File: src/hdl/mmio_pkg.sv
package mmio_pkg;

	// CPU bus
	localparam int ADDR_W      = 13;
	localparam int DATA_W      = 32;
	localparam int RAM_SEL_BIT = 12; // High selects the coprocessor window

	// Window address fields
	localparam int UNIT_LSB = 7;
	localparam int UNIT_W   = 5;  // Unit number in bits 11:7
	localparam int REG_LSB  = 2;
	localparam int REG_W    = 5;  // Register index in bits 6:2

	// Player 0 collision unit, player i at COLL_BASE + i
	localparam int COLL_BASE = 12;

	// One coordinate, x in upper half of a packed word
	localparam int COORD_W = 16;

	// Contact result, overlap in bit 0
	typedef struct packed {
		logic above;    // Player top above stage top
		logic right_of; // Player right edge past stage right edge
		logic left_of;  // Player left edge before stage left edge
		logic overlap;
	} contact_t;

	// Registers inside a collision unit window
	typedef enum logic [REG_W-1:0] {
		REG_PLAYER_POS  = 5'd0,
		REG_STAGE_POS   = 5'd1, // Shared by all units
		REG_PLAYER_SIZE = 5'd2,
		REG_STAGE_SIZE  = 5'd3, // Shared by all units
		REG_CONTACT     = 5'd4  // Read only
	} coll_reg_e;

endpackage

File: src/hdl/mmio_readback.sv
`timescale 1ns/1ps

module mmio_readback #(
	parameter int NUM_PLAYERS = 2
) (
	input  logic                                          clock,
	input  logic                                          rst_n,
	input  logic [NUM_PLAYERS-1:0]                        rd_unit_hit,
	input  mmio_pkg::coll_reg_e                           rd_reg,
	input  logic                                          rd_is_ram,
	input  logic [mmio_pkg::DATA_W-1:0]                   stage_pos,
	input  logic [mmio_pkg::DATA_W-1:0]                   stage_size,
	input  logic [NUM_PLAYERS-1:0][mmio_pkg::DATA_W-1:0] player_pos,
	input  logic [NUM_PLAYERS-1:0][mmio_pkg::DATA_W-1:0] player_size,
	input  mmio_pkg::contact_t [NUM_PLAYERS-1:0]          contact,
	input  logic [mmio_pkg::DATA_W-1:0]                   ram_q,
	output logic [mmio_pkg::DATA_W-1:0]                   data_out
);

	localparam int CONTACT_W = $bits(mmio_pkg::contact_t);

	logic [mmio_pkg::DATA_W-1:0] unit_word; // Selected window word
	logic [mmio_pkg::DATA_W-1:0] word_q;
	logic                        ram_sel_q; // Select delayed to meet RAM q

	always_comb begin
		unit_word = '0;                 // No hit reads as zero
		for (int i = 0; i < NUM_PLAYERS; i++) begin
			if (rd_unit_hit[i]) begin
				case (rd_reg)
					mmio_pkg::REG_PLAYER_POS:  unit_word = player_pos[i];
					mmio_pkg::REG_STAGE_POS:   unit_word = stage_pos;
					mmio_pkg::REG_PLAYER_SIZE: unit_word = player_size[i];
					mmio_pkg::REG_STAGE_SIZE:  unit_word = stage_size;
					mmio_pkg::REG_CONTACT:
						unit_word = {{(mmio_pkg::DATA_W-CONTACT_W){1'b0}}, contact[i]};
					default: unit_word = '0;
				endcase
			end
		end
	end

	always_ff @(posedge clock) begin
		if (!rst_n) begin
			word_q    <= '0;
			ram_sel_q <= 1'b0;
		end else begin
			word_q    <= rd_is_ram ? '0 : unit_word;
			ram_sel_q <= rd_is_ram;
		end
	end

	assign data_out = ram_sel_q ? ram_q : word_q; // Both legs already registered

	a_hit_onehot: assert property (@(posedge clock) disable iff (!rst_n)
		$onehot0(rd_unit_hit));

endmodule

File: config.mk
export PLATFORM = sky130hd
export DESIGN_NAME = mmio_readback
export DESIGN_NICKNAME = d
export VERILOG_FILES = /design/src/hdl/mmio_pkg.sv /design/src/hdl/mmio_readback.sv
export SDC_FILE = /design/constraint.sdc
export NUM_CORES = 1
export LEC_CHECK = 0
export BUFFER_PORTS_ARGS = -buffer_cell sky130_fd_sc_hd__buf_2
export CAP_MARGIN = 10
export CELL_PAD_IN_SITES_DETAIL_PLACEMENT = 0
export CELL_PAD_IN_SITES_GLOBAL_PLACEMENT = 1
export CORE_AREA = 2 2 111 113
export CTS_CLUSTER_SIZE = 20
export DETAILED_ROUTE_END_ITERATION = 7
export DIE_AREA = 0 0 113 115
export GPL_TIMING_DRIVEN = 0
export PLACE_DENSITY_LB_ADDON = 0.1
export SYNTH_ARGS = -nofsm -noshare
export SYNTH_HDL_FRONTEND = slang
export SYNTH_SLANG_ARGS = --single-unit
export TNS_END_PERCENT = 100
File: constraint.sdc
create_clock -name clock -period 2 [get_ports clock]
set_input_delay 0.2 -clock clock [delete_from_list [all_inputs] [get_ports clock]]
set_output_delay 0.2 -clock clock [all_outputs]
set_load 0.01 [all_outputs]
==> impl_results.md <==
- Crit path setup slack, layout: 0.0964 ns
- P per Cell Area: 491 mW/mm^2
- Logic gate share of total power: 24.5%
- Sw Pwr: 0.000543 W
- Mapped Area: 0.00279 sq mm
- Cell at the slowest stage of the critical path: buf_2
- Most frequent cells in the layout: buf_2 (283), mux2_2 (50), nand2_1 (48)
- Input/output buffers: 272
- Htree depth: 2
- RSZ-0062 raised after global routing: false
- Critical path data arrival time: 1.70 ns
- DR pass1 iterations: 8
- Footprint of the multi-input gates: 0.00191 sq mm
- Residual DRC: 18
- Crit path time final: 1.90 ns
- Synth Instances: 326
- Synth Area in Compound Gates: 24.2%
- Layout cells sized above 1: 59.2%
- Num Clock Sinks: 33
- Crit path from: ram_sel_q
- Number of antenna diodes: 0
- Largest net degree at the start of global routing: 12
- Critical Path, Cell by Cell: clkbuf_1, buf_2, mux2_2, buf_2
- P&R area growth vs syn: 62.3%
- Gr usage total: 19.0%
- Worst EP required: 1.80 ns
- Wire length per cell: 17.6 um
- Initial antenna violation count: 0
- Via Count: 3617
- Area share of fa/ha/maj cells after synthesis: 0%
- Top achievable clock speed: 525 MHz
- Register area: 661 sq um
- Height of the die: 115 um
- CTS tree: done
- Post-synthesis mux area share: 28.8%
- Layout Nets: 847
- Maximum clock insertion buffer count: 2
- Main combinational cell family by area after synthesis: multiplexers
- Die outline area: 0.0130 sq mm
- Die width: 113 um
- Final WL: 13.3 mm
- CTS Root Cell: clkbuf_16
- Sequential fraction of the synthesis area: 23.7%
- Failing checks: design-rule violations
- Tightest Pin Transition: 1.20 ns
- Worst vdd ir: 267 uV
- CP startpoint kind: register
- Stages on worst setup path: 4
- Internal: 0.00168 W
- Simple-gate share of the synthesized area: 15.6%
- Clock Pin Slew Worst Setup and Hold Paths: 0.05 ns
- Final antenna-violating net count: 0
- Fin util: 38.4%
- Avg Cell Area, Syn: 8.56 sq um
- Fin. Hold Viols: 0
- Crit path buf inv count: 3
- Syn nets: 568
- Vias in the first global route: 3562
- Final period util: 95.2%
- Synth warnings: 0
- Sequential share of power: 29.7%
- DPL Wire Length: 10.7 mm
- CP max stage delay: 0.38 ns
- Top cell by count, worst path: buf_2
- 1st-iter DRT viols: 267
- GPL Wtd Cong: 0.771
- Relative slew slack: 19.7%
- Setup violations, final: 0
- Worst setup path endpoint: data_out[14]
- Final Max Slew Viols: 0
- Drt via density: 4.80
- Hold slack: 0.149 ns
- Filler Cell Count: 1283
- DP Cell Count: 745
- Switch share: 24.4%
- Initial Util: 23.6%
- Pre-CTS WS: -0.116 ns
- First-pass GRT wire length: 19.0 mm
- Kind of critical path: reg2out
- Pleak: 2.21 nW
- Run status: complete, but fails checks
- Site row count: 40
- # Max-Cap Violations: 0
- Num ports: 274
- CTS Buf Count: 5
- Hold Path Class: in2reg
- Synth cell types: 34
- Crit. End Element: primary output
- Cell Count, Final, Fillers Out: 753
- Clock Power Share: 45.8%
- #FFs+latches synth: 33
- Grt total ovfl: 0
- XOR/XNOR share of the synthesized area: 0%
- Most common cell after layout, fill and taps aside: buf_2
- CP Max Fanout: 10
- Core area: 0.0118 sq mm
- Critical path's top delay family: buffers and inverters
[worst min-delay path by stage]
stage	start	end	slack [ns]	depth (start not counted)
2_1_floorplan	rd_is_ram	ram_sel_q	0.32	1
5_1_grt	rd_is_ram	ram_sel_q	0.16	2
6_report	rd_is_ram	ram_sel_q	0.15	2
3_3_place_gp	rd_is_ram	ram_sel_q	0.43	2
4_1_cts	rst_n	ram_sel_q	0.14	2
3_5_place_dp	rst_n	ram_sel_q	0.43	2
[state kept, by name (all words and copies together) (netlist names)]
name       flops
word_q        32
ram_sel_q      1
[power by group through the flow]
stage / logic, W / registers [W] / clock network [W]
global route: 0.000601 / 0.000661 / 0.00106
finish: 0.000544 / 0.000661 / 0.00102
CTS: 0.000552 / 0.000661 / 0.00105
detailed placement: 0.000550 / 0.000676 / 0
floorplan: 0.000236 / 0.000675 / 0
global placement: 0.000543 / 0.000676 / 0
[synth_stat cells]
cell type	number	area (sq um)
o211ai_1	1	7.51
a22oi_1	11	82.6
nor2_1	20	75.1
o21ai_1	4	20.0
nor4_4	1	21.3
nor4b_1	1	8.76
mux2i_1	24	240
or4_4	1	11.3
nor3b_4	1	18.8
nor4_1	1	6.26
a211o_1	15	131
and3_1	10	62.6
or4b_1	1	10.0
a222oi_1	14	140
a211oi_1	1	7.51
o32ai_1	4	35.0
or3_1	1	6.26
nor4b_2	1	15.0
nor3_1	1	5.00
buf_4	3	22.5
and2_1	1	6.26
buf_6	9	101
dfxtp_1	33	661
a31oi_1	13	81.3
clkbuf_2	1	5.00
nor2b_2	1	8.76
buf_2	8	40.0
mux2_2	50	563
o21ai_0	1	5.00
a21oi_1	31	155
clkbuf_1	10	37.5
a221oi_1	1	8.76
buf_1	3	11.3
nand2_1	48	180
[routing by layer]
metal	part of all wire, %	track usage [%]
met3	8.2	4.22
met5	0	0
met1	39	22.0
met2	53	36.4
met4	0.62	2.93
[per-stage QoR]
step	setup TNS (ns)	cell area (sq um)	power, W
after floorplan	0	2790	0.000911
after global placement	-0.764	4340	0.00122
after detailed placement	-0.911	4340	0.00123
after CTS	0	4530	0.00226
after global routing	0	4530	0.00233
final	0	4530	0.00222
[kinds of logic (layout without fill, tap and decap cells)]
logic type / after synthesis / after routing
AO/OA/AOI/OAI: 96 / 96
AND/OR/NAND/NOR: 89 / 89
buffers and inverters: 34 / 314
multiplexers: 74 / 74
flip-flops: 33 / 33
[repair_timing]
action                                  4_1_cts  5_1_grt
resized for setup                             3        0
buffers inserted                              0        0
endpoints found under the setup margin       30        0
hold buffers                                  0        0
hold endpoints to repair                      0        0
[layout make-up]
cell class	instances	share of cell area (%)
multi-input cells	259	42.2
repair buffers	272	30.0
flip-flops and latches	33	14.6
plain buffers	34	4.89
well taps	147	4.06
clock buffers	5	2.76
clock inverters	3	1.44
Note: power is estimated with default switching activity, not from simulation.
