<file path="src/hdl/mmio_pkg.sv">
package mmio_pkg;

	// CPU bus
	localparam int ADDR_W      = 13;
	localparam int DATA_W      = 32;
	localparam int RAM_SEL_BIT = 12; // High selects the coprocessor window

	// Window address fields
	localparam int UNIT_LSB = 7;
	localparam int UNIT_W   = 5;  // Unit number in bits 11:7
	localparam int REG_LSB  = 2;
	localparam int REG_W    = 5;  // Register index in bits 6:2

	// Player 0 collision unit, player i at COLL_BASE + i
	localparam int COLL_BASE = 12;

	// One coordinate, x in upper half of a packed word
	localparam int COORD_W = 16;

	// Contact result, overlap in bit 0
	typedef struct packed {
		logic above;    // Player top above stage top
		logic right_of; // Player right edge past stage right edge
		logic left_of;  // Player left edge before stage left edge
		logic overlap;
	} contact_t;

	// Registers inside a collision unit window
	typedef enum logic [REG_W-1:0] {
		REG_PLAYER_POS  = 5'd0,
		REG_STAGE_POS   = 5'd1, // Shared by all units
		REG_PLAYER_SIZE = 5'd2,
		REG_STAGE_SIZE  = 5'd3, // Shared by all units
		REG_CONTACT     = 5'd4  // Read only
	} coll_reg_e;

endpackage

</file>
<file path="src/hdl/collision_unit.sv">
`timescale 1ns/1ps

module collision_unit (
	input  logic                        clock,
	input  logic                        rst_n,
	input  logic                        we,
	input  mmio_pkg::coll_reg_e         reg_sel,
	input  logic [mmio_pkg::DATA_W-1:0] wdata,
	input  logic [mmio_pkg::DATA_W-1:0] stage_pos,
	input  logic [mmio_pkg::DATA_W-1:0] stage_size,
	output logic [mmio_pkg::DATA_W-1:0] player_pos,
	output logic [mmio_pkg::DATA_W-1:0] player_size,
	output mmio_pkg::contact_t          contact
);

	localparam int CW = mmio_pkg::COORD_W;

	logic [CW-1:0] px, py, pw, ph; // Player box
	logic [CW-1:0] sx, sy, sw, sh; // Stage box
	logic [CW:0]   p_right, p_bottom;
	logic [CW:0]   s_right, s_bottom;

	// Player registers, written through this unit's window only
	always_ff @(posedge clock) begin
		if (!rst_n) begin
			player_pos  <= '0;
			player_size <= '0;
		end else if (we) begin
			case (reg_sel)
				mmio_pkg::REG_PLAYER_POS:  player_pos  <= wdata;
				mmio_pkg::REG_PLAYER_SIZE: player_size <= wdata;
				default: ;
			endcase
		end
	end

	// Unpack x high, y low
	assign px = player_pos[mmio_pkg::DATA_W-1 -: CW];
	assign py = player_pos[CW-1:0];
	assign pw = player_size[mmio_pkg::DATA_W-1 -: CW];
	assign ph = player_size[CW-1:0];
	assign sx = stage_pos[mmio_pkg::DATA_W-1 -: CW];
	assign sy = stage_pos[CW-1:0];
	assign sw = stage_size[mmio_pkg::DATA_W-1 -: CW];
	assign sh = stage_size[CW-1:0];

	// Far edges with a carry bit so nothing wraps
	assign p_right  = {1'b0, px} + {1'b0, pw};
	assign p_bottom = {1'b0, py} + {1'b0, ph};
	assign s_right  = {1'b0, sx} + {1'b0, sw};
	assign s_bottom = {1'b0, sy} + {1'b0, sh};

	// Half-open boxes, both axes must intersect
	always_comb begin
		contact.overlap  = ({1'b0, px} < s_right) && ({1'b0, sx} < p_right) &&
			({1'b0, py} < s_bottom) && ({1'b0, sy} < p_bottom);
		contact.left_of  = px < sx;
		contact.right_of = p_right > s_right;
		contact.above    = py < sy;
	end

	// A box no wider than the stage cannot stick out on both sides
	a_not_both_sides: assert property (@(posedge clock) disable iff (!rst_n)
		(pw <= sw) |-> !(contact.left_of && contact.right_of));

endmodule

</file>
<file path="config.mk">
export PLATFORM = sky130hd
export DESIGN_NAME = collision_unit
export DESIGN_NICKNAME = d
export VERILOG_FILES = /design/src/hdl/mmio_pkg.sv /design/src/hdl/collision_unit.sv
export SDC_FILE = /design/constraint.sdc
export NUM_CORES = 1
export LEC_CHECK = 0
export BUFFER_PORTS_ARGS = -buffer_cell sky130_fd_sc_hd__buf_4
export CAP_MARGIN = 30
export CORE_UTILIZATION = 52
export CTS_BUF_LIST = sky130_fd_sc_hd__clkbuf_4
export DETAILED_ROUTE_END_ITERATION = 8
export PLACE_DENSITY = 0.8
export SETUP_SLACK_MARGIN = 0.02
export SYNTH_ARGS = -nofsm -noshare
export SYNTH_HDL_FRONTEND = slang
export SYNTH_SLANG_ARGS = --single-unit
</file>
<file path="constraint.sdc">
create_clock -name clock -period 4.2 [get_ports clock]
set_input_delay 0.63 -clock clock [delete_from_list [all_inputs] [get_ports clock]]
set_output_delay 0.63 -clock clock [all_outputs]
set_load 0.02 [all_outputs]
</file>
==> impl_metrics.env <==
export IMPL_outcome="complete, but fails checks"
export IMPL_violations="setup timing"
export IMPL_gr_total_overflow=0
export IMPL_dpl_cell_area_um2=10100
export IMPL_p_switching_uw=562
export IMPL_power_leakage_uw=0.00527
export IMPL_vdd_ir_drop_max_uv=101
export IMPL_final_area_um2=10700
export IMPL_io_pins=172
export IMPL_timing_rr_start="player_pos[23]"
export IMPL_crit_chain="ha_4, a21oi_4, o211ai_1, o311ai_1, buf_4, o22ai_4, o41ai_4, o21bai_1, a21oi_1, xor2_1, ha_2, a2111o_1, a211oi_2, o21ai_1, a32o_1, a31o_4, a211oi_4, buf_6"
export IMPL_gp_congestion=0.921
export IMPL_yosys_warnings=0
export IMPL_critical_path_peak_fanout=3
export IMPL_intPower_uw=1160
export IMPL_n_fill_cell=1012
export IMPL_vias=8047
export IMPL_finalSetupViolCount=2
export IMPL_critPathLaunch="player_size[1]"
export IMPL_grt_max_degree=65
export IMPL_slowest_stage="a2111o_1"
export IMPL_numPortBuffers=171
export IMPL_min_period_ns=4.96
export IMPL_regToRegSetupSlack_ns=3.34
export IMPL_worst_pin_slew_ns=0.547
export IMPL_r2r_end="player_pos[23]"
export IMPL_ys_ff_latch=64
export IMPL_max_freq_mhz=201
export IMPL_dp_cells=1417
export IMPL_ant_nets=0
export IMPL_core_area_um2=13900
export IMPL_vias_per_cell=5.56
export IMPL_fp_dieArea_um2=14900
export IMPL_cts_num_sinks=64
export IMPL_synth_seq_area_share_pct=17.1
export IMPL_grt_total_usage_pct=29.1
export IMPL_cts_hold_buffers_added=0
export IMPL_htreeDepth=3
export IMPL_synth_area_per_cell_um2=7.94
export IMPL_grt_pass1_vias=7803
export IMPL_powerDensity_nw_per_um2=162
export IMPL_avgRoutedWirePerCell_um=15.0
export IMPL_hp_start="wdata[2]"
export IMPL_row_count=43
export IMPL_drtPass1Iterations=5
export IMPL_insertion_delay_ns=0.41
export IMPL_root_buffer="clkbuf_4"
export IMPL_synth_async_sr_flop_share_pct=0
export IMPL_synthesis_nets=1219
export IMPL_synth_enable_flop_cells=0
export IMPL_path_clk_slew_ns=0.11
export IMPL_p_clk_share_pct=23.4
export IMPL_min_path_cells=3
export IMPL_cpPeakStageDelay_ns=0.39
export IMPL_crit_arrival_ns=4.33
export IMPL_die_x_um=122
export IMPL_synth_area_um2=7480
export IMPL_routed_wl_um=21700
export IMPL_skew_ns=0
export IMPL_hold_ws_ns=0.460
export IMPL_drive_above_1_share_pct=33.6
export IMPL_max_cap_violations=0
export IMPL_p_sw_share_pct=32.6
export IMPL_antenna_found_initial=1
export IMPL_crit_type="reg2out"
export IMPL_cts_tree="done"
export IMPL_start_kind="flip-flop"
export IMPL_slew_headroom_pct=63.5
export IMPL_cts_made_buffers=9
export IMPL_die_y_um=122
export IMPL_start_util_pct=53.7
export IMPL_setup_slack_ns=-0.763
export IMPL_min_path_type="in2reg"
export IMPL_drcViolationCount=0
export IMPL_fin_nets=1537
export IMPL_finalCritPeriodShare_pct=118
export IMPL_power_share_sequential_pct=35.6
export IMPL_hold_viol=0
export IMPL_worstSetupEndpointType="output port"
export IMPL_min_to="player_size[2]"
export IMPL_reg2regPathDepth=2
export IMPL_ys_flop_type="dfxtp_1"
export IMPL_cts_buffer_depth=2
export IMPL_pwr_share_comb_pct=41.0
export IMPL_area_growth_pct=42.7
export IMPL_synthCells=943
export IMPL_dpl_hpwl_um=16800
export IMPL_cp_required_ns=3.57
export IMPL_grt_pass1_wl_um=34700
export IMPL_layoutNonFillerInstCount=1448
export IMPL_drt_initial_drc_count=526
export IMPL_ys_types=62
export IMPL_drv_slew=0
export IMPL_rsz0062_at_grt="yes"
## metal layers
metal,track usage [%],up-vias,part of all wire (%)
li1,-,4026,-
met1,35.9,3757,44
met2,52.6,226,50
met3,2.53,38,4.6
met4,9.72,0,1.9
met5,0,-,0
## power by group through the flow
stage	Clock (µW)	Combinational, µW	Sequential (µW)
6_report	404	707	614
5_1_grt	444	789	615
3_3_place_gp	0	643	628
2_1_floorplan	0	370	634
4_1_cts	410	676	614
3_5_place_dp	0	663	628
## layout by cell type (no fill, tap or decap), types with 4 or more instances in the layout
cell,count
buf_4,322
nand2_1,154
ha_1,153
inv_1,68
a21boi_0,65
a21oi_1,53
dfxtp_1,52
nor2_1,33
o21ai_0,30
a21o_1,29
xor2_1,28
xnor2_1,21
nand2b_1,18
o21ai_1,17
o21a_1,13
nand3_1,13
ha_4,11
clkbuf_4,10
dfxtp_2,10
nor3_1,9
a21oi_2,9
nor2b_1,8
or3_1,7
a211oi_2,6
and2_1,6
o21bai_1,5
nand4_1,5
buf_6,5
o21ai_2,4
a211oi_1,4
a31oi_1,4
a211o_1,4
o2111ai_1,4
a221oi_1,4
fa_2,4
ha_2,4
## synthesized netlist by cell type (10+ instances only)
cell type,number,area (µm²)
dfxtp_1,64,1280
a21boi_0,65,488
a21oi_1,62,310
o21ai_0,45,225
a211oi_1,10,75.1
nor2_1,36,135
xnor2_1,23,201
o21a_1,13,97.6
nor3_1,10,50.1
nor2b_1,12,75.1
inv_1,68,255
nand3_1,13,65.1
clkbuf_1,20,75.1
a21o_1,29,218
xor2_1,30,263
nand2_1,154,578
ha_1,168,2100
nand2b_1,18,113
## worst max-delay path, delay by kind of cell (launching register included)
| family | cells | cell delay [ns] |
|---|---|---|
| compound gates | 13 | 2.64 |
| fa+ha+maj | 2 | 0.44 |
| flops | 1 | 0.37 |
| buf+inv | 2 | 0.34 |
| xor+xnor | 1 | 0.12 |
## metrics by stage
step                util (%)  worst slack (ns)  total power [µW]  TNS, ns
floorplan                  -            -0.175              1000   -0.175
global placement        72.8            -0.595              1270   -0.991
detailed placement      72.8            -0.629              1290    -1.13
CTS                     75.1            -0.773              1700    -1.13
global route            76.6             -1.06              1850    -1.67
finish                  76.7            -0.763              1730    -1.20
## registers in the layout, summed over array words and instances (netlist names)
| name | flops |
|---|---|
| player_pos | 32 |
| player_size | 32 |
## area by class of cell
cell class              count  area (µm²)  share of cell area (%)
inverters                  68         255                    2.39
well taps                 180         225                    2.11
repair buffers            328        2490                    23.3
multi-input cells         790        6280                    58.8
clock buffers              10        75.1                   0.703
clock inverters             6        51.3                   0.480
diodes                      2        5.00                  0.0468
flip-flops and latches     64        1300                    12.2
## worst max path at each step
stage / end / slack (ns) / depth (start not counted)
detailed placement: contact[0] / -0.63 / 19
finish: contact[0] / -0.76 / 18
global route: contact[0] / -1.06 / 18
global placement: contact[0] / -0.59 / 19
floorplan: contact[0] / -0.18 / 17
CTS: contact[0] / -0.77 / 18
## kinds of logic (layout without fill, tap and decap cells)
logic type                 Yosys count  after routing  synth area share, %
and+or+nand+nor                    278            278                 16.8
buffers and inverters               89            412                 4.46
adders and majority gates          173            173                 29.3
xor gates and xnor gates            53             53                 6.20
DFF                                 64             64                 17.1
other                                0              2                    0
AOI/OAI and AO/OA                  286            286                 26.1
## what timing repair did
action	4_1_cts	5_1_grt
pin swaps	36	29
buffers inserted	7	6
endpoints found under the setup margin	2	2
resized for setup	35	31
No activity file was read; power rests on OpenSTA's default activity.
