==> src/hdl/mmio_pkg.sv <==
package mmio_pkg;

	// CPU bus
	localparam int ADDR_W      = 13;
	localparam int DATA_W      = 32;
	localparam int RAM_SEL_BIT = 12; // High selects the coprocessor window

	// Window address fields
	localparam int UNIT_LSB = 7;
	localparam int UNIT_W   = 5;  // Unit number in bits 11:7
	localparam int REG_LSB  = 2;
	localparam int REG_W    = 5;  // Register index in bits 6:2

	// Player 0 collision unit, player i at COLL_BASE + i
	localparam int COLL_BASE = 12;

	// One coordinate, x in upper half of a packed word
	localparam int COORD_W = 16;

	// Contact result, overlap in bit 0
	typedef struct packed {
		logic above;    // Player top above stage top
		logic right_of; // Player right edge past stage right edge
		logic left_of;  // Player left edge before stage left edge
		logic overlap;
	} contact_t;

	// Registers inside a collision unit window
	typedef enum logic [REG_W-1:0] {
		REG_PLAYER_POS  = 5'd0,
		REG_STAGE_POS   = 5'd1, // Shared by all units
		REG_PLAYER_SIZE = 5'd2,
		REG_STAGE_SIZE  = 5'd3, // Shared by all units
		REG_CONTACT     = 5'd4  // Read only
	} coll_reg_e;

endpackage

==> src/hdl/mmio_decode.sv <==
`timescale 1ns/1ps

module mmio_decode #(
	parameter int NUM_PLAYERS = 2,
	parameter int RAM_AW      = 8
) (
	input  logic                        clock,
	input  logic                        rst_n,
	input  logic [mmio_pkg::ADDR_W-1:0] address,
	input  logic [mmio_pkg::DATA_W-1:0] data_in,
	input  logic                        wren,
	output logic [NUM_PLAYERS-1:0]      unit_we,
	output mmio_pkg::coll_reg_e         reg_sel,
	output logic                        ram_we,
	output logic [RAM_AW-1:0]           ram_addr,
	output logic [mmio_pkg::DATA_W-1:0] stage_pos,
	output logic [mmio_pkg::DATA_W-1:0] stage_size,
	output logic [NUM_PLAYERS-1:0]      rd_unit_hit,
	output mmio_pkg::coll_reg_e         rd_reg,
	output logic                        rd_is_ram
);

	logic                        in_window;  // High for the coprocessor window
	logic [mmio_pkg::UNIT_W-1:0] unit_field;
	logic [mmio_pkg::REG_W-1:0]  reg_field;
	logic                        stage_we;   // Write through any live unit window

	// Address split
	assign in_window  = address[mmio_pkg::RAM_SEL_BIT];
	assign unit_field = address[mmio_pkg::UNIT_LSB +: mmio_pkg::UNIT_W];
	assign reg_field  = address[mmio_pkg::REG_LSB +: mmio_pkg::REG_W];

	// RAM word address from the low bits
	assign rd_is_ram = ~in_window;
	assign ram_we    = wren & ~in_window;
	assign ram_addr  = address[RAM_AW-1:0];

	// Same register index for write and read paths
	assign reg_sel = mmio_pkg::coll_reg_e'(reg_field);
	assign rd_reg  = mmio_pkg::coll_reg_e'(reg_field);

	// Unit match against COLL_BASE + i
	genvar i;
	generate
		for (i = 0; i < NUM_PLAYERS; i++) begin : g_hit
			assign rd_unit_hit[i] = in_window &&
				(int'(unit_field) == mmio_pkg::COLL_BASE + i);
		end
	endgenerate

	assign unit_we  = rd_unit_hit & {NUM_PLAYERS{wren}}; // Out of range units get nothing
	assign stage_we = wren & (|rd_unit_hit);

	// Stage rectangle shared by every collision unit
	always_ff @(posedge clock) begin
		if (!rst_n) begin
			stage_pos  <= '0;
			stage_size <= '0;
		end else if (stage_we) begin
			case (reg_sel)
				mmio_pkg::REG_STAGE_POS:  stage_pos  <= data_in;
				mmio_pkg::REG_STAGE_SIZE: stage_size <= data_in;
				default: ;                // Player regs live in the units
			endcase
		end
	end

	// At most one unit takes a write
	a_unit_we_onehot: assert property (@(posedge clock) disable iff (!rst_n)
		$onehot0(unit_we));

endmodule

==> config.mk <==
export PLATFORM = sky130hd
export DESIGN_NAME = mmio_decode
export DESIGN_NICKNAME = d
export VERILOG_FILES = /design/src/hdl/mmio_pkg.sv /design/src/hdl/mmio_decode.sv
export SDC_FILE = /design/constraint.sdc
export NUM_CORES = 1
export LEC_CHECK = 0
export BUFFER_PORTS_ARGS = -buffer_cell sky130_fd_sc_hd__buf_2
export CAP_MARGIN = 10
export CORE_UTILIZATION = 30
export DETAILED_ROUTE_END_ITERATION = 8
export PLACE_DENSITY_LB_ADDON = 0.08
export SLEW_MARGIN = 20
export SYNTH_ARGS = -nofsm -noshare
export SYNTH_HDL_FRONTEND = slang
export SYNTH_SLANG_ARGS = --single-unit
==> constraint.sdc <==
create_clock -name clock -period 4.5 [get_ports clock]
set_input_delay 0.225 -clock clock [delete_from_list [all_inputs] [get_ports clock]]
set_output_delay 0.225 -clock clock [all_outputs]
set_load 0.02 [all_outputs]
==> results.sh, run 1 <==
export IMPL_status="finished clean"
export IMPL_io_buffers=131
export IMPL_hold_class="in2reg"
export IMPL_wl_met2_um=2790
export IMPL_detailedPlace_worstSlack_ps=2500
export IMPL_r2r_cells=2
export IMPL_first_iter_violations=48
export IMPL_post_drt_wl_per_cell_um=12.1
export IMPL_fin_cells=488
export IMPL_fin_crit_ps=1660
export IMPL_startpoint_type="primary input"
export IMPL_clk_pin_slew_worst_paths_ps=60
export IMPL_setup_tns_ps=0
export IMPL_setup_ws_ps=2840
export IMPL_grt_usage_pct=13.2
export IMPL_synth_fp_nets=321
export IMPL_via_per_inst=4.28
export IMPL_drt_first_pass_iters=3
export IMPL_grt_pass1_vias=1907
export IMPL_power_density_nw_per_um2=314
export IMPL_cts_sinks=64
export IMPL_drv_cap=0
export IMPL_synth_avg_cell_area_um2=9.69
export IMPL_area_delta_synth_final_pct=26.4
export IMPL_hold_violations=0
export IMPL_fin_crit_sh_pct=36.9
export IMPL_seq_area_frac_synth_pct=48.4
export IMPL_clkLatencyLatePin_ps=320
export IMPL_design_core_area_um2=8380
export IMPL_cts_setup_buffers=0
export IMPL_drv_slew=0
export IMPL_final_core_util_pct=39.9
export IMPL_rsz0062_at_grt="no"
export IMPL_setup_viol=0
export IMPL_p_leak_nw=1.77
export IMPL_drc_errors=0
export IMPL_gp_congestion=0.661
export IMPL_finalPower_mw=1.05
export IMPL_synth_cells=273
export IMPL_ctsHtreeMaxLevel=3
export IMPL_grt_ovfl_total=0
export IMPL_maxSlewHeadroom_pct=52.5
export IMPL_endpoint="stage_size[1]$_SDFFE_PN0P_"
export IMPL_cts_hold_buf=0
export IMPL_cp_required_ps=4690
export IMPL_syn_area_um2=2650
export IMPL_drt_wl_total_um=5910
export IMPL_cts_root_buf="clkbuf_8"
export IMPL_grt_max_degree=56
export IMPL_drive_gt1_share_pct=38.9
export IMPL_numCtsBuffers=9
export IMPL_dieArea_um2=9200
export IMPL_netlist_top_cells_area="dfxtp_1, mux2i_1, nand2_1"
export IMPL_critPathMaxFanout=32
export IMPL_nets=429
export IMPL_synth_top_area_share_pct=48.4
export IMPL_synth_warnings=0
export IMPL_dr_max_layer_used="met4"
export IMPL_place_inst=475
export IMPL_finClkSkew_ps=0
export IMPL_yosysTopAreaCell="dfxtp_1"
export IMPL_grt_antenna_before_repair=0
export IMPL_cp_end_kind="flip-flop"
export IMPL_netlist_cell_type_count=17
export IMPL_cts_tree="built"
export IMPL_tightest_slew_ps=713
export IMPL_fmax_mhz=602
export IMPL_die_w_um=95.9
export IMPL_grt_pass1_wl_um=9130
export IMPL_met1Wirelength_um=2630
export IMPL_rows=33
export IMPL_cts_resized=0
export IMPL_reg2reg_slack_ps=3880
export IMPL_antennaDiodeCount=0
export IMPL_r2r_end="stage_size[1]$_SDFFE_PN0P_"
export IMPL_met3_length_um=416
export IMPL_ir_drop_v=0.000145
export IMPL_vias=2091
export IMPL_start_util_pct=31.6
export IMPL_place_hpwl_um=4040
export IMPL_r2r_start="stage_size[1]$_SDFFE_PN0P_"
export IMPL_die_h_um=95.9
export IMPL_postRouteAntennaNets=0
export IMPL_critical_path_class="in2reg"
export IMPL_crit_arrival_ps=1850
export IMPL_cts_buffer_depth=2
export IMPL_ios=136
export IMPL_critical_path_startpoint="address[5]"
export IMPL_synth_seq_cells=64
worst max-delay path, stage by stage:
cell and delay (ps):
buf_2 110, or4b_4 550, or4_4 710, mux2i_1 210
worst min-delay path by stage:
stage | start | endpoint | slack [ps] | cells past startpoint
after floorplan | data_in[0] | stage_size[0]$_SDFFE_PN0P_ | 390 | 2
after global placement | stage_pos[19]$_SDFFE_PN0P_ | stage_pos[19]$_SDFFE_PN0P_ | 440 | 2
after CTS | data_in[29] | stage_size[29]$_SDFFE_PN0P_ | 140 | 3
final | data_in[29] | stage_size[29]$_SDFFE_PN0P_ | 160 | 3
after global routing | data_in[27] | stage_pos[27]$_SDFFE_PN0P_ | 150 | 3
after detailed placement | stage_pos[4]$_SDFFE_PN0P_ | stage_pos[4]$_SDFFE_PN0P_ | 440 | 2
report_power, final:
part,total [mW],internal [mW],switching [mW]
combinational,0.0706,0.0262,0.0444
sequential,0.567,0.567,0.0000966
clock,0.413,0.220,0.193
total,1.05,0.813,0.237
cells in the mapped netlist (all sizes together):
cell and count:
nand2 96, dfxtp 64, mux2i 64, buf 27, clkbuf 9, nor3 4, inv 3, nand4b 1
nor2b 1, nor4 1, or2b 1, or4 1, or4b 1
state kept, by name (all words and copies together), names as in the netlist:
register and count:
stage_pos 32, stage_size 32
layout by cell type (no fill, tap or decap):
cell type	n
clkbuf_1	1
nor2b_1	1
or2b_2	1
nand2_1	96
nor3_1	4
or4b_4	1
clkbuf_8	11
nor4_4	1
or4_4	1
mux2i_1	64
buf_2	131
buf_4	2
clkinv_2	1
dfxtp_1	64
nand4b_1	1
inv_1	3
area by class of cell:
| cell class | count | area, um^2 |
|---|---|---|
| clock buffer | 12 | 155 |
| clock inverter | 1 | 5.00 |
| fill | 892 | 5040 |
| inverter | 3 | 11.3 |
| multi-input combinational | 170 | 1090 |
| sequential | 64 | 1280 |
| tap | 105 | 131 |
| timing repair buffer | 133 | 671 |
per-stage QoR:
step / instance area [um^2] / hold slack, ps
floorplan: 2650 / 387
global placement: 3190 / 441
detailed placement: 3190 / 444
CTS: 3350 / 140
global route: 3350 / 152
finish: 3350 / 165
logic make-up after synthesis:
family | synth area share [%]
buf+inv | 10.4
flops | 48.4
mux | 24.2
simple gates | 17.0
layer usage:
metal  global-route usage [%]  vias up
met4                     4.35        0
li1                         -     1082
met5                        0        -
met3                     6.16        9
met2                     22.1       60
met1                     14.9      940
Note: power is estimated with default switching activity, not from simulation.
==> run 2, diff against run 1 <==
==> constraint.sdc (replaced) <==
create_clock -name clock -period 1.4 [get_ports clock]
set_input_delay 0.07 -clock clock [delete_from_list [all_inputs] [get_ports clock]]
set_output_delay 0.07 -clock clock [all_outputs]
set_load 0.02 [all_outputs]
==> run 2 against run 1 <==
- critical path depth rose by 2
- cell area rose by 13%
- highest routed layer unchanged
- first-iteration DRC count rose by 40%
==> results.sh, run 2 (synthesis results as in run 1) <==
export IMPL_clkLatencyLatePin_ps=330
export IMPL_cts_root_buf="clkbuf_8"
export IMPL_drt_wl_total_um=6030
export IMPL_rsz0062_at_grt="no"
export IMPL_design_core_area_um2=8380
export IMPL_vias=2275
export IMPL_place_hpwl_um=4090
export IMPL_layout_cells_most_common="buf_2"
export IMPL_fin_crit_sh_pct=92.2
export IMPL_crit_family="simple AND/OR/NAND/NOR gates"
export IMPL_fin_crit_ps=1290
export IMPL_drv_slew=0
export IMPL_maxSlewHeadroom_pct=72.0
export IMPL_setup_viol=0
export IMPL_via_per_inst=4.33
export IMPL_path_cells="buf_2 -> or4b_4 -> buf_4 -> nor4_4 -> buf_12 -> mux2i_1"
export IMPL_cts_sinks=64
export IMPL_ios=136
export IMPL_status="finished clean"
export IMPL_antennaDiodeCount=0
export IMPL_hp_start="data_in[18]"
export IMPL_gp_congestion=0.689
export IMPL_grt_usage_pct=13.2
export IMPL_grt_antenna_before_repair=0
export IMPL_tightest_slew_ps=420
export IMPL_top_regs="stage_pos (32), stage_size (32)"
export IMPL_cts_resized=0
export IMPL_critical_path_max_stage_delay_ps=530
export IMPL_final_core_util_pct=45.3
export IMPL_cts_hold_buf=23
export IMPL_worst_path_buf_inv=3
export IMPL_dieArea_um2=9200
export IMPL_die_w_um=95.9
export IMPL_postRouteAntennaNets=0
export IMPL_drv_cap=0
export IMPL_place_inst=486
export IMPL_rows=33
export IMPL_crit_slowest_cell="or4b_4"
export IMPL_drt_first_pass_iters=4
export IMPL_fin_hold_ws_ps=10.6
export IMPL_ir_drop_v=0.000499
export IMPL_fin_cells=525
export IMPL_cp_end_kind="flip-flop"
export IMPL_die_h_um=95.9
export IMPL_grt_max_degree=97
export IMPL_reg2reg_slack_ps=800
export IMPL_critPathMaxFanout=32
export IMPL_drive_gt1_share_pct=38.8
export IMPL_r2r_cells=2
export IMPL_startpoint_type="primary input"
export IMPL_critical_path_class="in2reg"
export IMPL_fmax_mhz=774
export IMPL_r2r_start="stage_pos[21]$_SDFFE_PN0P_"
export IMPL_area_delta_synth_final_pct=43.4
export IMPL_power_density_nw_per_um2=1070
export IMPL_hold_depth=3
export IMPL_cts_setup_buffers=0
export IMPL_hold_violations=0
export IMPL_finClkSkew_ps=0
export IMPL_io_buffers=131
export IMPL_hold_class="in2reg"
export IMPL_numCtsBuffers=9
export IMPL_final_cell_mix="buf_2, nand2_1, mux2i_1, dfxtp_1, dlygate4sd3_1"
export IMPL_grt_ovfl_total=0
export IMPL_start_util_pct=31.6
export IMPL_p_leak_nw=1.98
export IMPL_post_drt_wl_per_cell_um=11.5
export IMPL_first_iter_violations=67
export IMPL_nets=463
export IMPL_cts_tree="built"
export IMPL_r2r_end="stage_pos[21]$_SDFFE_PN0P_"
export IMPL_crit_arrival_ps=1550
export IMPL_grt_pass1_wl_um=9200
export IMPL_cts_buffer_depth=2
export IMPL_cp_required_ps=1660
export IMPL_grt_pass1_vias=2070
export IMPL_clk_pin_slew_worst_paths_ps=70
export IMPL_drc_errors=0
export IMPL_hold_end="stage_size[18]$_SDFFE_PN0P_"
export IMPL_ctsHtreeMaxLevel=3
## run 2: layout make-up
class	count	area, um^2
repair buffers	167	1030
inverters	3	11.3
fillers	847	4590
clock buffers	11	141
clock inverters	5	104
flip-flops and latches	64	1280
well taps	105	131
multi-input cells	170	1090
## run 2: power by group
part,internal [mW],switching (mW),leakage (nW),total (mW)
registers,1.82,0.000317,0.515,1.82
clock network,1.23,0.708,0.124,1.94
logic,0.143,0.152,1.34,0.295
total,3.20,0.860,1.98,4.06
## run 2: stage by stage
step	setup TNS [ps]	area, um^2	setup WS, ps	total power [mW]
final	0	3790	109	4.06
after detailed placement	-14760	3320	-257	2.11
after floorplan	-4330	2650	-144	2.02
after global routing	0	3790	30.5	4.21
after CTS	0	3790	102	4.11
after global placement	-13630	3320	-226	2.11
## run 2: worst reg2reg max path: stages (launching register included)
cell,delay (ps)
dfxtp_1,350
nand2_1,50
mux2i_1,130
## run 2: layer usage
| layer | wire [um] | share of wire, % | up-vias | global-route usage (%) |
|---|---|---|---|---|
| met5 | 0 | 0 | - | 0 |
| met4 | 136 | 2.3 | 0 | 6.72 |
| met3 | 483 | 8.0 | 10 | 4.98 |
| met2 | 2740 | 45 | 90 | 22.0 |
| met1 | 2670 | 44 | 1024 | 14.7 |
| li1 | - | - | 1151 | - |
## run 2: how the worst max path moves through the flow
stage | cells past startpoint | start | slack [ps] | end
finish | 6 | address[5] | 110 | stage_pos[4]$_SDFFE_PN0P_
CTS | 6 | address[5] | 100 | stage_pos[21]$_SDFFE_PN0P_
global placement | 6 | address[5] | -230 | stage_pos[24]$_SDFFE_PN0P_
detailed placement | 6 | address[5] | -260 | stage_pos[28]$_SDFFE_PN0P_
floorplan | 5 | address[5] | -140 | stage_size[10]$_SDFFE_PN0P_
global route | 6 | address[5] | 30 | stage_pos[21]$_SDFFE_PN0P_
==> run 3, diff against run 2 <==
--- a/config.mk
+++ b/config.mk
@@ -7,6 +7,7 @@
 export LEC_CHECK = 0
 export BUFFER_PORTS_ARGS = -buffer_cell sky130_fd_sc_hd__buf_2
 export CAP_MARGIN = 10
+export CORE_MARGIN = 2
 export CORE_UTILIZATION = 30
 export DETAILED_ROUTE_END_ITERATION = 8
 export PLACE_DENSITY_LB_ADDON = 0.08
==> run 3 against run 2 <==
- global-route usage up 0.13 points
- flip-flop and latch count did not move
- critical endpoint is now stage_size[3]$_SDFFE_PN0P_
- largest power group is now registers
- combinational power rose by 2%
==> results.sh, run 3 (synthesis results as in run 1) <==
export IMPL_clkLatencyLatePin_ps=330
export IMPL_cts_resized=0
export IMPL_drt_first_pass_iters=4
export IMPL_rsz0062_at_grt="no"
export IMPL_finClkSkew_ps=0
export IMPL_dieArea_um2=9590
export IMPL_setup_viol=0
export IMPL_grt_busiest_layer="met2"
export IMPL_crit_arrival_ps=1530
export IMPL_post_drt_wl_per_cell_um=11.8
export IMPL_first_iter_violations=54
export IMPL_maxSlewHeadroom_pct=74.9
export IMPL_cts_root_buf="clkbuf_8"
export IMPL_hold_violations=0
export IMPL_die_h_um=97.9
export IMPL_critPathMaxFanout=17
export IMPL_hold_end="stage_pos[18]$_SDFFE_PN0P_"
export IMPL_r2r_start="stage_size[22]$_SDFFE_PN0P_"
export IMPL_drt_wl_total_um=6260
export IMPL_grt_pass1_vias=2281
export IMPL_fin_crit_sh_pct=93.8
export IMPL_final_cell_mix="buf_2, nand2_1, mux2i_1, dfxtp_1, dlygate4sd3_1"
export IMPL_io_buffers=131
export IMPL_cts_sinks=64
export IMPL_use_met3_pct=4.44
export IMPL_area_delta_synth_final_pct=43.5
export IMPL_status="finished clean"
export IMPL_clk_pin_slew_worst_paths_ps=70
export IMPL_numCtsBuffers=9
export IMPL_fin_crit_ps=1310
export IMPL_via_per_inst=4.21
export IMPL_design_core_area_um2=8640
export IMPL_startpoint_type="primary input"
export IMPL_ios=136
export IMPL_die_w_um=97.9
export IMPL_start_util_pct=30.6
export IMPL_rows=34
export IMPL_met2_usage_pct=22.3
export IMPL_p_leak_nw=1.97
export IMPL_final_core_util_pct=44.0
export IMPL_tightest_slew_ps=374
export IMPL_hold_class="in2reg"
export IMPL_postRouteAntennaNets=0
export IMPL_antennaDiodeCount=0
export IMPL_gp_congestion=0.698
export IMPL_reg2reg_slack_ps=800
export IMPL_drv_cap=0
export IMPL_drv_slew=0
export IMPL_vias=2237
export IMPL_layout_cells_most_common="buf_2"
export IMPL_fmax_mhz=761
export IMPL_drc_errors=0
export IMPL_power_density_nw_per_um2=984
export IMPL_place_hpwl_um=4200
export IMPL_grt_usage_pct=13.3
export IMPL_grt_pass1_wl_um=10400
export IMPL_fin_hold_ws_ps=20.0
export IMPL_hp_start="data_in[18]"
export IMPL_top_regs="stage_pos (32), stage_size (32)"
export IMPL_grt_ovfl_total=0
export IMPL_cts_setup_buffers=0
export IMPL_cp_required_ps=1610
export IMPL_r2r_end="stage_size[22]$_SDFFE_PN0P_"
export IMPL_r2r_cells=2
export IMPL_nets=466
export IMPL_grt_max_degree=97
export IMPL_nFillCells=881
export IMPL_cts_tree="built"
export IMPL_critical_path_class="in2reg"
export IMPL_grt_util_met1_pct=15.5
export IMPL_ir_drop_v=0.000333
export IMPL_cts_buffer_depth=2
export IMPL_grt_antenna_before_repair=0
export IMPL_cp_end_kind="flip-flop"
export IMPL_hold_depth=3
export IMPL_drive_gt1_share_pct=39.0
export IMPL_cts_hold_buf=25
export IMPL_ctsHtreeMaxLevel=3
## run 3: cell count changes in the layout (fill, tap and decap cells not counted), sizes merged
cell,change
bufinv,-2
clkinvlp,+2
dlygate4sd3,+2
buf,+1
clkbuf,-1
inv,+1
## run 3: worst max-delay path by stage
stage,from,to,slack (ps),cells past startpoint
floorplan,address[5],stage_size[10]$_SDFFE_PN0P_,-140,5
global route,address[5],stage_size[14]$_SDFFE_PN0P_,70,5
CTS,address[5],stage_size[14]$_SDFFE_PN0P_,100,5
finish,address[5],stage_size[3]$_SDFFE_PN0P_,90,5
global placement,address[5],stage_size[6]$_SDFFE_PN0P_,-240,5
detailed placement,address[5],stage_size[14]$_SDFFE_PN0P_,-260,5
## run 3: cell type report
type	instances	area, um^2	share of cell area (%)
Tap cell	108	135	3.56
Multi-Input combinational cell	170	1090	28.7
Inverter	3	11.3	0.297
Sequential cell	64	1280	33.7
Clock buffer	10	138	3.62
Timing Repair Buffer	170	1070	28.3
Clock inverter	6	67.6	1.78
## run 3: report_power, final
| group | internal (mW) | leakage [nW] | total (mW) | switching [mW] |
|---|---|---|---|---|
| clock | 0.876 | 0.0989 | 1.62 | 0.740 |
| combinational | 0.148 | 1.35 | 0.301 | 0.154 |
| sequential | 1.82 | 0.515 | 1.82 | 0.000318 |
| total | 2.84 | 1.97 | 3.74 | 0.894 |
## run 3: critical path: stages
cell	delay (ps)
buf_2	100
or4b_4	560
or4_4	480
buf_12	190
mux2i_1	120
## run 3: layer usage
metal | part of all wire (%) | wire length [um]
met1 | 45 | 2810
met2 | 46 | 2910
met3 | 7.0 | 439
met4 | 1.6 | 97
met5 | 0 | 0
## run 3: per-stage QoR
step	instance area (um^2)	setup slack [ps]	std cells	total power [mW]	TNS, ps
after floorplan	2650	-144	273	2.02	-4330
after global placement	3340	-243	490	2.11	-12230
after detailed placement	3340	-263	490	2.11	-13070
after CTS	3800	105	531	3.83	0
after global routing	3800	67.3	531	3.92	0
final	3800	86.3	531	3.74	0
